**src/verilog/flag_rf_pkg.sv**
```systemverilog
// ~~~~~~~~~~~~~~~~~~~~~~~~~~~~~~~~~~~~~~~~~~~~~~~~~~~~~~~~~~~~~~~~~~~~~~
// flag register file package
// widths, counts, entry types and request structs shared by the
// banked flag register file.
// ~~~~~~~~~~~~~~~~~~~~~~~~~~~~~~~~~~~~~~~~~~~~~~~~~~~~~~~~~~~~~~~~~~~~~~

package flag_rf_pkg;

  localparam int NUM_BANKS = 4;
  localparam int NUM_ROWS  = 16;
  localparam int NUM_WRITE = 3;
  localparam int GAZUMP_W  = NUM_WRITE + 1;   // write ports, allocate on top.

  localparam int DATA_W = 6;
  localparam int BANK_W = $clog2(NUM_BANKS);
  localparam int ROW_W  = $clog2(NUM_ROWS);
  localparam int ADDR_W = BANK_W + ROW_W;     // bank in the low bits.

  typedef logic [ADDR_W-1:0]   flag_addr_t;
  typedef logic [BANK_W-1:0]   bank_sel_t;
  typedef logic [ROW_W-1:0]    row_t;
  typedef logic [DATA_W-1:0]   flag_data_t;
  typedef logic [DATA_W:0]     flag_entry_t;  // pending bit is the msb.
  typedef logic [GAZUMP_W-1:0] gazump_t;

  typedef struct packed {
    logic       wen;
    flag_addr_t addr;
    flag_data_t data;
  } write_req_t;

  typedef struct packed {
    logic       en;
    flag_addr_t addr;
  } alloc_req_t;

  typedef struct packed {
    logic        wen;
    row_t        row;
    flag_entry_t entry;
  } bank_write_t;

  typedef enum logic [0:0] {
    st_sweep,
    st_run
  } sweep_state_t;

endpackage

```
**src/verilog/flag_bank.sv**
```systemverilog
// ~~~~~~~~~~~~~~~~~~~~~~~~~~~~~~~~~~~~~~~~~~~~~~~~~~~~~~~~~~~~~~~~~~~~~~
// flag bank
// 16 entry write-first storage with three write ports, one allocate
// port and two read ports on registered row addresses.
// ~~~~~~~~~~~~~~~~~~~~~~~~~~~~~~~~~~~~~~~~~~~~~~~~~~~~~~~~~~~~~~~~~~~~~~

`timescale 1ns/100ps

module flag_bank (
  input  logic                                                  clk,
  input  logic                                                  rst,
  input  flag_rf_pkg::bank_write_t [flag_rf_pkg::NUM_WRITE-1:0] wr,
  input  logic                                                  alloc_en,
  input  flag_rf_pkg::row_t                                     alloc_row,
  input  logic                                                  read_en,
  input  flag_rf_pkg::row_t                                     read_row,
  input  logic                                                  retire_en,
  input  flag_rf_pkg::row_t                                     retire_row,
  output flag_rf_pkg::flag_entry_t                              read_entry,
  output flag_rf_pkg::flag_entry_t                              retire_entry
);

  import flag_rf_pkg::*;

  flag_entry_t mem [NUM_ROWS];

  row_t read_row_q;
  row_t retire_row_q;

  // ~~~~~~~~~~~~~~~~~~~~~~~~~~~~~~~~~~~~~~~~~~~~~~~~~~~~~~~~~~~~~~~~~~~~
  // storage
  // ~~~~~~~~~~~~~~~~~~~~~~~~~~~~~~~~~~~~~~~~~~~~~~~~~~~~~~~~~~~~~~~~~~~~

  // later assignments win, so port order gives the priority.
  always_ff @(posedge clk)
  begin
    for (int p = 0; p < NUM_WRITE; p++)
    begin
      if (wr[p].wen)
      begin
        mem[wr[p].row] <= wr[p].entry;
      end
    end
    if (alloc_en)
    begin
      mem[alloc_row] <= '1;  // pending, value all ones.
    end
  end

  // ~~~~~~~~~~~~~~~~~~~~~~~~~~~~~~~~~~~~~~~~~~~~~~~~~~~~~~~~~~~~~~~~~~~~
  // read addresses
  // ~~~~~~~~~~~~~~~~~~~~~~~~~~~~~~~~~~~~~~~~~~~~~~~~~~~~~~~~~~~~~~~~~~~~

  always_ff @(posedge clk)
  begin
    if (rst)
    begin
      read_row_q   <= '0;
      retire_row_q <= '0;
    end
    else
    begin
      if (read_en)
      begin
        read_row_q <= read_row;
      end
      if (retire_en)
      begin
        retire_row_q <= retire_row;
      end
    end
  end

  assign read_entry   = mem[read_row_q];    // sees the write of the same edge.
  assign retire_entry = mem[retire_row_q];

endmodule

```
**src/verilog/flag_bank_array.sv**
```systemverilog
// ~~~~~~~~~~~~~~~~~~~~~~~~~~~~~~~~~~~~~~~~~~~~~~~~~~~~~~~~~~~~~~~~~~~~~~
// flag bank array
// four peer banks selected by the low address bits, with the clearing
// sweep on write port 0 and registered bank select for both reads.
// ~~~~~~~~~~~~~~~~~~~~~~~~~~~~~~~~~~~~~~~~~~~~~~~~~~~~~~~~~~~~~~~~~~~~~~

`timescale 1ns/100ps

module flag_bank_array (
  input  logic                                                 clk,
  input  logic                                                 rst,
  input  flag_rf_pkg::write_req_t [flag_rf_pkg::NUM_WRITE-1:0] wr,
  input  flag_rf_pkg::alloc_req_t                              alloc,
  input  logic                                                 sweep_en,
  input  flag_rf_pkg::row_t                                    sweep_row,
  input  logic                                                 read_en,
  input  flag_rf_pkg::flag_addr_t                              read_addr,
  input  logic                                                 retire_en,
  input  flag_rf_pkg::flag_addr_t                              retire_addr,
  output flag_rf_pkg::flag_entry_t                             bank_read,
  output flag_rf_pkg::flag_data_t                              retire_data
);

  import flag_rf_pkg::*;

  bank_write_t [NUM_BANKS-1:0][NUM_WRITE-1:0] bank_wr;
  flag_entry_t [NUM_BANKS-1:0]                read_entry;
  flag_entry_t [NUM_BANKS-1:0]                retire_entry;

  bank_sel_t   read_bank;
  bank_sel_t   retire_bank;
  bank_sel_t   alloc_bank;
  bank_sel_t   read_bank_q;
  bank_sel_t   retire_bank_q;
  flag_entry_t retire_sel;

  assign read_bank   = read_addr[BANK_W-1:0];
  assign retire_bank = retire_addr[BANK_W-1:0];
  assign alloc_bank  = alloc.addr[BANK_W-1:0];

  // fan each write to the bank its low address bits select.
  always_comb
  begin
    for (int b = 0; b < NUM_BANKS; b++)
    begin
      for (int p = 0; p < NUM_WRITE; p++)
      begin
        bank_wr[b][p].wen   = wr[p].wen && (wr[p].addr[BANK_W-1:0] == bank_sel_t'(b));
        bank_wr[b][p].row   = wr[p].addr[ADDR_W-1:BANK_W];
        bank_wr[b][p].entry = {1'b0, wr[p].data};  // a write clears pending.
      end
      if (sweep_en)
      begin
        bank_wr[b][0].wen   = 1'b1;  // sweep owns port 0 of every bank.
        bank_wr[b][0].row   = sweep_row;
        bank_wr[b][0].entry = '0;
      end
    end
  end

  for (genvar b = 0; b < NUM_BANKS; b++)
  begin : g_bank
    flag_bank i_bank (
      .clk          (clk),
      .rst          (rst),
      .wr           (bank_wr[b]),
      .alloc_en     (alloc.en && (alloc_bank == bank_sel_t'(b))),
      .alloc_row    (alloc.addr[ADDR_W-1:BANK_W]),
      .read_en      (read_en && (read_bank == bank_sel_t'(b))),
      .read_row     (read_addr[ADDR_W-1:BANK_W]),
      .retire_en    (retire_en && (retire_bank == bank_sel_t'(b))),
      .retire_row   (retire_addr[ADDR_W-1:BANK_W]),
      .read_entry   (read_entry[b]),
      .retire_entry (retire_entry[b])
    );
  end

  always_ff @(posedge clk)
  begin
    if (rst)
    begin
      read_bank_q   <= '0;
      retire_bank_q <= '0;
    end
    else
    begin
      if (read_en)
      begin
        read_bank_q <= read_bank;
      end
      if (retire_en)
      begin
        retire_bank_q <= retire_bank;
      end
    end
  end

  assign bank_read   = read_entry[read_bank_q];
  assign retire_sel  = retire_entry[retire_bank_q];
  assign retire_data = retire_sel[DATA_W-1:0];  // pending bit not returned.

endmodule

```
**src/verilog/flag_init_sweep.sv**
```systemverilog
// ~~~~~~~~~~~~~~~~~~~~~~~~~~~~~~~~~~~~~~~~~~~~~~~~~~~~~~~~~~~~~~~~~~~~~~
// post-reset clearing sweep
// walks every row once after reset, zeroing it in all banks through
// write port 0, then raises ready.
// ~~~~~~~~~~~~~~~~~~~~~~~~~~~~~~~~~~~~~~~~~~~~~~~~~~~~~~~~~~~~~~~~~~~~~~

`timescale 1ns/100ps

module flag_init_sweep (
  input  logic              clk,
  input  logic              rst,
  output logic              sweep_en,
  output flag_rf_pkg::row_t sweep_row,
  output logic              ready
);

  import flag_rf_pkg::*;

  localparam row_t LAST_ROW = row_t'(NUM_ROWS - 1);

  sweep_state_t state;

  always_ff @(posedge clk)
  begin
    if (rst)
    begin
      state     <= st_sweep;
      sweep_row <= '0;
    end
    else
    begin
      case (state)
        st_sweep:
        begin
          sweep_row <= sweep_row + 1'b1;  // wraps to zero on the last row.
          if (sweep_row == LAST_ROW)
          begin
            state <= st_run;
          end
        end
        st_run:
        begin
          sweep_row <= '0;
        end
        default:
        begin
          state <= st_sweep;
        end
      endcase
    end
  end

  assign sweep_en = (state == st_sweep);
  assign ready    = (state == st_run);

endmodule

```
**src/verilog/flag_forward.sv**
```systemverilog
// ~~~~~~~~~~~~~~~~~~~~~~~~~~~~~~~~~~~~~~~~~~~~~~~~~~~~~~~~~~~~~~~~~~~~~~
// write stage and zero-cycle forwarding
// delays all writes one cycle on their way to the banks and bypasses
// the staged requests onto the speculative read.
// ~~~~~~~~~~~~~~~~~~~~~~~~~~~~~~~~~~~~~~~~~~~~~~~~~~~~~~~~~~~~~~~~~~~~~~

`timescale 1ns/100ps

module flag_forward (
  input  logic                                                 clk,
  input  logic                                                 rst,
  input  flag_rf_pkg::write_req_t [flag_rf_pkg::NUM_WRITE-1:0] wr_in,
  input  flag_rf_pkg::alloc_req_t                              alloc_in,
  input  logic                                                 read_en,
  input  flag_rf_pkg::flag_addr_t                              read_addr,
  input  flag_rf_pkg::flag_entry_t                             bank_read,
  output flag_rf_pkg::write_req_t [flag_rf_pkg::NUM_WRITE-1:0] wr_stage,
  output flag_rf_pkg::alloc_req_t                              alloc_stage,
  output flag_rf_pkg::flag_entry_t                             read_data,
  output flag_rf_pkg::gazump_t                                 read_gazump
);

  import flag_rf_pkg::*;

  flag_addr_t  read_addr_q;
  logic        read_valid_q;
  flag_entry_t fwd_entry;
  gazump_t     fwd_gazump;
  flag_entry_t hold_entry;
  gazump_t     hold_gazump;

  // ~~~~~~~~~~~~~~~~~~~~~~~~~~~~~~~~~~~~~~~~~~~~~~~~~~~~~~~~~~~~~~~~~~~~
  // write stage and read address
  // ~~~~~~~~~~~~~~~~~~~~~~~~~~~~~~~~~~~~~~~~~~~~~~~~~~~~~~~~~~~~~~~~~~~~

  always_ff @(posedge clk)
  begin
    if (rst)
    begin
      for (int p = 0; p < NUM_WRITE; p++)
      begin
        wr_stage[p].wen <= 1'b0;
      end
      alloc_stage.en <= 1'b0;
      read_valid_q   <= 1'b0;
      read_addr_q    <= '0;
    end
    else
    begin
      wr_stage     <= wr_in;
      alloc_stage  <= alloc_in;
      read_valid_q <= read_en;
      if (read_en)
      begin
        read_addr_q <= read_addr;
      end
    end
  end

  // ~~~~~~~~~~~~~~~~~~~~~~~~~~~~~~~~~~~~~~~~~~~~~~~~~~~~~~~~~~~~~~~~~~~~
  // bypass select
  // ~~~~~~~~~~~~~~~~~~~~~~~~~~~~~~~~~~~~~~~~~~~~~~~~~~~~~~~~~~~~~~~~~~~~

  // staged requests land in the bank only at the end of this cycle.
  always_comb
  begin
    fwd_entry  = bank_read;
    fwd_gazump = '0;
    for (int p = 0; p < NUM_WRITE; p++)
    begin
      if (wr_stage[p].wen && (wr_stage[p].addr == read_addr_q))
      begin
        fwd_entry     = {1'b0, wr_stage[p].data};  // higher port overrides.
        fwd_gazump    = '0;
        fwd_gazump[p] = 1'b1;
      end
    end
    if (alloc_stage.en && (alloc_stage.addr == read_addr_q))
    begin
      fwd_entry             = '1;  // allocate beats every write.
      fwd_gazump            = '0;
      fwd_gazump[NUM_WRITE] = 1'b1;
    end
  end

  always_ff @(posedge clk)
  begin
    if (rst)
    begin
      hold_entry  <= '0;
      hold_gazump <= '0;
    end
    else if (read_valid_q)
    begin
      hold_entry  <= fwd_entry;
      hold_gazump <= fwd_gazump;
    end
  end

  // live value in the cycle after a read, held copy afterwards.
  assign read_data   = read_valid_q ? fwd_entry : hold_entry;
  assign read_gazump = read_valid_q ? fwd_gazump : hold_gazump;

endmodule

```
**src/verilog/flag_regfile.sv**
```systemverilog
// ~~~~~~~~~~~~~~~~~~~~~~~~~~~~~~~~~~~~~~~~~~~~~~~~~~~~~~~~~~~~~~~~~~~~~~
// banked flag register file
// 64 entries of flags plus pending bit, three write ports, one
// allocate port, a forwarded speculative read and a retire read.
// ~~~~~~~~~~~~~~~~~~~~~~~~~~~~~~~~~~~~~~~~~~~~~~~~~~~~~~~~~~~~~~~~~~~~~~

`timescale 1ns/100ps

module flag_regfile (
  input  logic                                                 clk,
  input  logic                                                 rst,
  input  flag_rf_pkg::write_req_t [flag_rf_pkg::NUM_WRITE-1:0] wr,
  input  flag_rf_pkg::alloc_req_t                              alloc,
  input  logic                                                 read_en,
  input  flag_rf_pkg::flag_addr_t                              read_addr,
  input  logic                                                 retire_en,
  input  flag_rf_pkg::flag_addr_t                              retire_addr,
  output flag_rf_pkg::flag_entry_t                             read_data,
  output flag_rf_pkg::gazump_t                                 read_gazump,
  output flag_rf_pkg::flag_data_t                              retire_data,
  output logic                                                 ready
);

  import flag_rf_pkg::*;

  write_req_t [NUM_WRITE-1:0] wr_stage;
  alloc_req_t                 alloc_stage;
  flag_entry_t                bank_read;
  logic                       sweep_en;
  row_t                       sweep_row;

  // ~~~~~~~~~~~~~~~~~~~~~~~~~~~~~~~~~~~~~~~~~~~~~~~~~~~~~~~~~~~~~~~~~~~~
  // write stage and bypass
  // ~~~~~~~~~~~~~~~~~~~~~~~~~~~~~~~~~~~~~~~~~~~~~~~~~~~~~~~~~~~~~~~~~~~~

  flag_forward i_forward (
    .clk         (clk),
    .rst         (rst),
    .wr_in       (wr),
    .alloc_in    (alloc),
    .read_en     (read_en),
    .read_addr   (read_addr),
    .bank_read   (bank_read),
    .wr_stage    (wr_stage),
    .alloc_stage (alloc_stage),
    .read_data   (read_data),
    .read_gazump (read_gazump)
  );

  // ~~~~~~~~~~~~~~~~~~~~~~~~~~~~~~~~~~~~~~~~~~~~~~~~~~~~~~~~~~~~~~~~~~~~
  // clearing sweep
  // ~~~~~~~~~~~~~~~~~~~~~~~~~~~~~~~~~~~~~~~~~~~~~~~~~~~~~~~~~~~~~~~~~~~~

  flag_init_sweep i_sweep (
    .clk       (clk),
    .rst       (rst),
    .sweep_en  (sweep_en),
    .sweep_row (sweep_row),
    .ready     (ready)
  );

  // ~~~~~~~~~~~~~~~~~~~~~~~~~~~~~~~~~~~~~~~~~~~~~~~~~~~~~~~~~~~~~~~~~~~~
  // storage
  // ~~~~~~~~~~~~~~~~~~~~~~~~~~~~~~~~~~~~~~~~~~~~~~~~~~~~~~~~~~~~~~~~~~~~

  flag_bank_array i_banks (
    .clk         (clk),
    .rst         (rst),
    .wr          (wr_stage),
    .alloc       (alloc_stage),
    .sweep_en    (sweep_en),
    .sweep_row   (sweep_row),
    .read_en     (read_en),
    .read_addr   (read_addr),
    .retire_en   (retire_en),
    .retire_addr (retire_addr),
    .bank_read   (bank_read),
    .retire_data (retire_data)
  );

endmodule

```
**config.mk**
```make
export PLATFORM = sky130hd
export DESIGN_NAME = flag_regfile
export DESIGN_NICKNAME = d
export VERILOG_FILES = /design/src/verilog/flag_rf_pkg.sv /design/src/verilog/flag_bank.sv /design/src/verilog/flag_bank_array.sv /design/src/verilog/flag_init_sweep.sv /design/src/verilog/flag_forward.sv /design/src/verilog/flag_regfile.sv
export SDC_FILE = /design/constraint.sdc
export NUM_CORES = 2
export LEC_CHECK = 0
export BUFFER_PORTS_ARGS = -buffer_cell sky130_fd_sc_hd__buf_2
export CAP_MARGIN = 5
export CELL_PAD_IN_SITES_DETAIL_PLACEMENT = 1
export CELL_PAD_IN_SITES_GLOBAL_PLACEMENT = 1
export CORE_MARGIN = 2
export CORE_UTILIZATION = 33
export CTS_BUF_LIST = sky130_fd_sc_hd__clkbuf_4
export CTS_CLUSTER_DIAMETER = 50
export DETAILED_ROUTE_END_ITERATION = 10
export PLACE_DENSITY_LB_ADDON = 0.1
export SLEW_MARGIN = 20
export SYNTH_ARGS = -nofsm -noshare
export SYNTH_HDL_FRONTEND = slang
export SYNTH_SLANG_ARGS = --single-unit
```
**constraint.sdc**
```tcl
create_clock -name clk -period 3.94 [get_ports clk]
set_input_delay 0.197 -clock clk [delete_from_list [all_inputs] [get_ports clk]]
set_output_delay 0.197 -clock clk [all_outputs]
set_load 0.01 [all_outputs]
```
# Yosys cells after proc, flatten, opt, wreduce, memory -nomap -nowiden

Memories as Yosys holds them, arrays and structs flattened. A register that Yosys moved wholly into a read port is not among the register bits.
Index checks and enable logic that the tools add are counted.
W data, S select, Z words.

Memories kept: 4
Register bits after elaboration: 105
Output and inout port bits: 18
Bits in writable memories: 448
Input bits: 62
Word-level logic and storage cells: 161

Reduce and logical (&&, ||, !) cells: 34
Bitwise gates (word level): 1
$add $sub $neg: 1
Multiplexer cells: 69
Equal/unequal tests: 23
$lt $le $gt $ge: 2

Memories:

| memory                       | words | width | rd ports | clocked after memory_dff | write ports | RTL line        | RTL |
|---|---|---|---|---|---|---|---|
| i_banks.g_bank[0].i_bank.mem | 16    | 7     | 2        | 2                        | 4           | flag_bank.sv:25 | `flag_entry_t mem [NUM_ROWS];` |
| i_banks.g_bank[1].i_bank.mem | 16    | 7     | 2        | 2                        | 4           | flag_bank.sv:25 |  |
| i_banks.g_bank[2].i_bank.mem | 16    | 7     | 2        | 2                        | 4           | flag_bank.sv:25 |  |
| i_banks.g_bank[3].i_bank.mem | 16    | 7     | 2        | 2                        | 4           | flag_bank.sv:25 |  |

Operators by type and width:

| operator              | number |
|---|---|
| $mux W4               | 18 |
| $mux W12              | 4 |
| $mux W7               | 6 |
| $mux W1               | 35 |
| $bmux W7 S2           | 2 |
| $logic_and A1 B1 Y1   | 28 |
| $eq A2 B2 Y1 const B  | 12 |
| $eq A6 B6 Y1          | 4 |
| $eq A2 B1 Y1 const B  | 6 |
| $logic_not A2 Y1      | 6 |
| $pmux W4 S2           | 1 |
| $lt A2 B3 Y1 const B  | 2 |
| $mux W6               | 1 |
| $add A4 B1 Y4 const B | 1 |
| $eq A4 B4 Y1 const B  | 1 |
| $mux W3               | 1 |
| $mux W2               | 1 |
| $not A1 Y1            | 1 |

# Logic depth before layout (Yosys ltp)

Depth in word-level cells: 7
Depth in mapped cells: 10
Gate-level depth less buffers: 6

# Cells and area by module

Synthesis repeated with hierarchy kept, for this count alone.

Cell total of the unflattened synthesis: 4172
Area, all modules: 39142.5 µm²

Modules (own cells, without submodules):

| module                                   | sequential area each (µm²) | cells an instance | area each (µm²) | times used |
|---|---|---|---|---|
| flag_bank (i_banks.g_bank[1].i_bank ...) | 2562.5                     | 977               | 8857.2          | 3 |
| flag_bank (i_banks.g_bank[0].i_bank)     | 2562.5                     | 947               | 8862.2          | 1 |
| flag_forward                             | 1701.6                     | 206               | 2792.7          | 1 |
| flag_bank_array                          | 80.1                       | 71                | 734.5           | 1 |
| flag_init_sweep                          | 100.1                      | 17                | 181.4           | 1 |

# Least setup slack after synthesis

OpenSTA, ideal clock, no wires.

Path kind: flip-flop to output port
From: register with a tool-made name
To: output port retire_data[1]
Stages on the path, launching flop included: 6
Data arrival time: 2.144 ns
Data required time: 3.743 ns
Path slack: 1.599 ns
Buffers on the path: 2
Cell sequence: dfxtp_1 -> clkbuf_1 -> clkbuf_1 -> mux4_2 -> mux4_2 -> mux4_2

RTL lines:

| element          | RTL line           | RTL |
|---|---|---|
| end: declaration | flag_regfile.sv:20 | `output flag_rf_pkg::flag_data_t retire_data,` |

==> impl_results.md <==
- Die width: roughly 330 µm
- Launch instance of the worst min-delay path: rst
- Highest net fanout along the worst path: 13
- Vias in the first global route: approximately 37000
- Data arrival time of the critical path: 3.80 ns
- Max cap viols: 0
- Portion of netlist area occupied by mux cells: between 15 and 20%
- Slew of the pin with the lowest slew margin: 1.13 ns
- Final worst path period share: 101%
- Min-delay worst type: in2reg
- Iteration count of the initial detailed-routing pass: 5
- Flop and latch count out of synthesis: between 500 and 600
- Worst-case headroom to the max-slew limit: approximately a quarter
- Critical path data required time: 3.74 ns
- Worst Clk Skew: between 0.08 and 0.09 ns
- Final layout net count: between 4000 and 5000
- Simple-gate share of the synthesized area: 18.3%
- Post-synthesis cell count: between 4000 and 5000
- CTS H-Tree Depth: 4
- Half-perimeter wire length after detailed placement: ~140000 µm
- Via Count: between 30000 and 40000
- Fill cells: roughly 13000
- Die height: around 330 µm
- Via-per-instance ratio: between 6 and 7
- Number of cell rows: between 100 and 150
- Setup repair after global routing missed its margin: yes
- Violations in the final reports: negative setup slack
- # DRC: 0
- Number of buffers inserted during clock tree synthesis: between 150 and 200
- Synth-to-layout area growth: 19.3%
- Synthesized Nets: approximately 4300
- Number of enable-type register cells in the synthesized netlist: between 40 and 50
- Most heavily used metal layer in global routing: met2
- Hold_ws: 0.0807 ns
- Type of the worst setup path: reg2out
- Last weighted congestion value of the routability-driven placer: about 0.99
- Number of antenna violations at the first check in global routing: 13
- Worst setup slack after layout: -0.0529 ns
- Count of different cell masters after synthesis: between 70 and 80
- Largest net degree at the start of global routing: around 80
- Reg2Reg Launch Point: i_sweep.ready
- I/O Buffers: 79
- Status: finished, violations left
- Boundary pin count: 80
- Async SR Flop Fraction: 0%
- Setup Total Neg Slack: -0.0529 ns
- Power per Cell Area: 412 mW/mm²
- DIE AREA: 0.111 mm²
- Root buffer cell: clkbuf_4
- Detailed-route wire length per cell: around 33 µm
- Number of buffers on the longest clock path: 3
- Dominant combinational cell family by area after synthesis: compound AO/OA/AOI/OAI gates
- Final number of max-transition violations: 0
- Global routing usage on met1: 46.4%
- Post-synthesis average cell area: between 8 and 9 µm²
- Number of antenna-violating nets in the routed design: 0
- Clock tree from TritonCTS: yes
- Compound-Gate Fraction of Synth Area: a little under a quarter
- Launching element type of the critical path: flop
- Commonest register cell after synthesis: dfxtp_1
- Fraction of layout cells with a size suffix above 1: a little over a fifth
- Count of yosys warnings during synthesis: 0
- Total routing resource utilization after global routing: between 30% and 40%
- Violation count after the first detailed-routing iteration: around 4200
- Multi-input logic area: 0.0220 mm²
- Number of sinks driven by the clock tree: just under 600
- Synth Area in XOR/XNOR: less than 1%
- Met3 layer usage reported by global route: under 10%
- GR Layer Usage met2: a little over half
- Final Hold Fails: 0
- Area share of fa/ha/maj cells after synthesis: 0.0351%
- Area taken by flip-flops and latches: ~0.012 mm²
- Top library cells by usage in the layout, fill and taps aside: nand2_1, dfxtp_1, a21oi_1
- Maximum clock frequency: 250 MHz
- Starting density of the core: 33.3%
- Cell leakage power: 14.8 nW
- Type of destination of the critical path: output port
- Fraction of the yosys area taken by sequential cells: between 30% and 40%
- # setup viols final: 1
- Clock-pin slew reported for the worst setup and hold paths after clock tree synthesis: approximately 0.06 ns
- Remaining Overflow, GRT: 0
- First-pass GRT wire length: 277000 µm
- Fraction of the core area covered by cells at the end of the flow: 39.7%
- Tmin final: 3.99 ns
- Worst reg2reg setup slack: around 0.69 ns
- Total Power Consumption: between 15 and 20 mW
- Mapped Area: between 0.03 and 0.04 mm²
- Highest ir drop seen on vdd: between 0.0002 and 0.0003 V
- Most common cell after layout, fill and taps aside: nand2_1
- Post-Route WL: 197000 µm
- Placeable Area: around 0.11 mm²
- Clock Latency Late Sink: around 1.2 ns
[cell families (layout without fill, tap and decap cells)]
logic type,count (synthesis),count (layout)
flops,583,583
xor+xnor,26,26
mux,376,376
buf+inv,462,829
simple gates,1493,1493
other cells,0,10
compound gates,1293,1293
fa+ha+maj,1,1
[per-stage QoR]
| step | instances | worst slack, ns | instance area (µm²) |
|---|---|---|---|
| 5_1_grt | 6009 | -0.0458 | 42500 |
| 6_report | 6014 | -0.0529 | 42500 |
| 3_5_place_dp | 5526 | 0.340 | 38300 |
| 2_1_floorplan | 4234 | 1.60 | 35700 |
| 3_3_place_gp | 5526 | 0.358 | 38300 |
| 4_1_cts | 5992 | -0.0405 | 42400 |
[layout make-up]
type / count / share of cell area, %
Antenna cell: 10 / 0.0588
Clock buffer: 271 / 4.78
Clock inverter: 38 / 0.503
Inverter: 11 / 0.106
Multi-Input combinational cell: 3189 / 51.8
Sequential cell: 583 / 28.5
Tap cell: 1403 / 4.13
Timing Repair Buffer: 509 / 10.1
[cells in the mapped netlist (12+ instances only)]
cell | n | area (µm²)
and2_1 | 24 | 150
a21oi_1 | 467 | 2340
buf_1 | 28 | 105
clkbuf_1 | 325 | 1220
nor2b_1 | 13 | 81.3
mux2_2 | 17 | 191
nor2_1 | 182 | 683
dfxtp_1 | 541 | 10800
mux2i_1 | 125 | 1250
a211oi_1 | 13 | 97.6
a221oi_1 | 111 | 972
nand3b_1 | 28 | 210
mux4_2 | 222 | 5000
nand2_1 | 894 | 3360
o21ai_1 | 99 | 495
mux2_1 | 12 | 135
nand3_1 | 226 | 1130
o21ai_0 | 83 | 415
o211ai_1 | 434 | 3260
edfxtp_1 | 42 | 1260
a21o_1 | 16 | 120
xnor2_1 | 24 | 210
nor3_1 | 35 | 175
buf_2 | 82 | 410
[routing by layer]
layer  part of all wire [%]  routed length (µm)  up-vias
met3                    8.6               16900      471
met2                     44               86100     1788
li1                       -                   -    16300
met4                    5.4               10600       12
met1                     42               82800    19000
met5                  0.041                  80        -
[worst max-delay path, stage by stage, from the launching register on]
cell and delay, ns:
dfxtp_1 0.77, mux2i_1 0.23, o211ai_1 0.67, a211oi_2 0.21
and2_1 0.21, nor3_1 0.32, buf_2 0.21
[final timing paths]
kind,endpoint,cells after the start
max reg2reg,i_banks.g_bank[1].i_bank.mem[12][0],6
min reg2reg,i_banks.g_bank[3].i_bank.mem[6][6],2
min,i_forward.wr_stage[23],3
max,read_data[0],6
[report_power, final]
part	switching [mW]	internal, mW	leakage, nW
Combinational	1.79	1.51	8.60
Clock	3.00	3.23	1.33
Sequential	1.14	6.88	4.86
Total	5.92	11.6	14.8
[flip-flops by register name, indices dropped and copies added (netlist names), named ones only]
| register | flops |
|---|---|
| i_forward.hold_entry | 7 |
| i_forward.alloc_stage | 7 |
| i_forward.read_addr_q | 6 |
| i_banks.retire_bank_q | 2 |
| i_sweep.sweep_row | 4 |
| i_forward.read_valid_q | 1 |
| i_forward.wr_stage | 39 |
| i_banks.g_bank.i_bank.read_row_q | 16 |
| i_banks.g_bank.i_bank.retire_row_q | 16 |
| i_banks.g_bank.i_bank.mem | 448 |
| i_sweep.ready | 1 |
| i_forward.hold_gazump | 4 |
[timing repair]
item                                   4_1_cts  5_1_grt
endpoints found under the hold margin      177        0
buffers inserted                            16       12
gates cloned                                 2        0
pin swaps                                    2        3
hold buffers                               139        0
setup endpoints to repair                   14        9
resized for setup                           48       11
No activity file was read; power rests on OpenSTA's default activity.
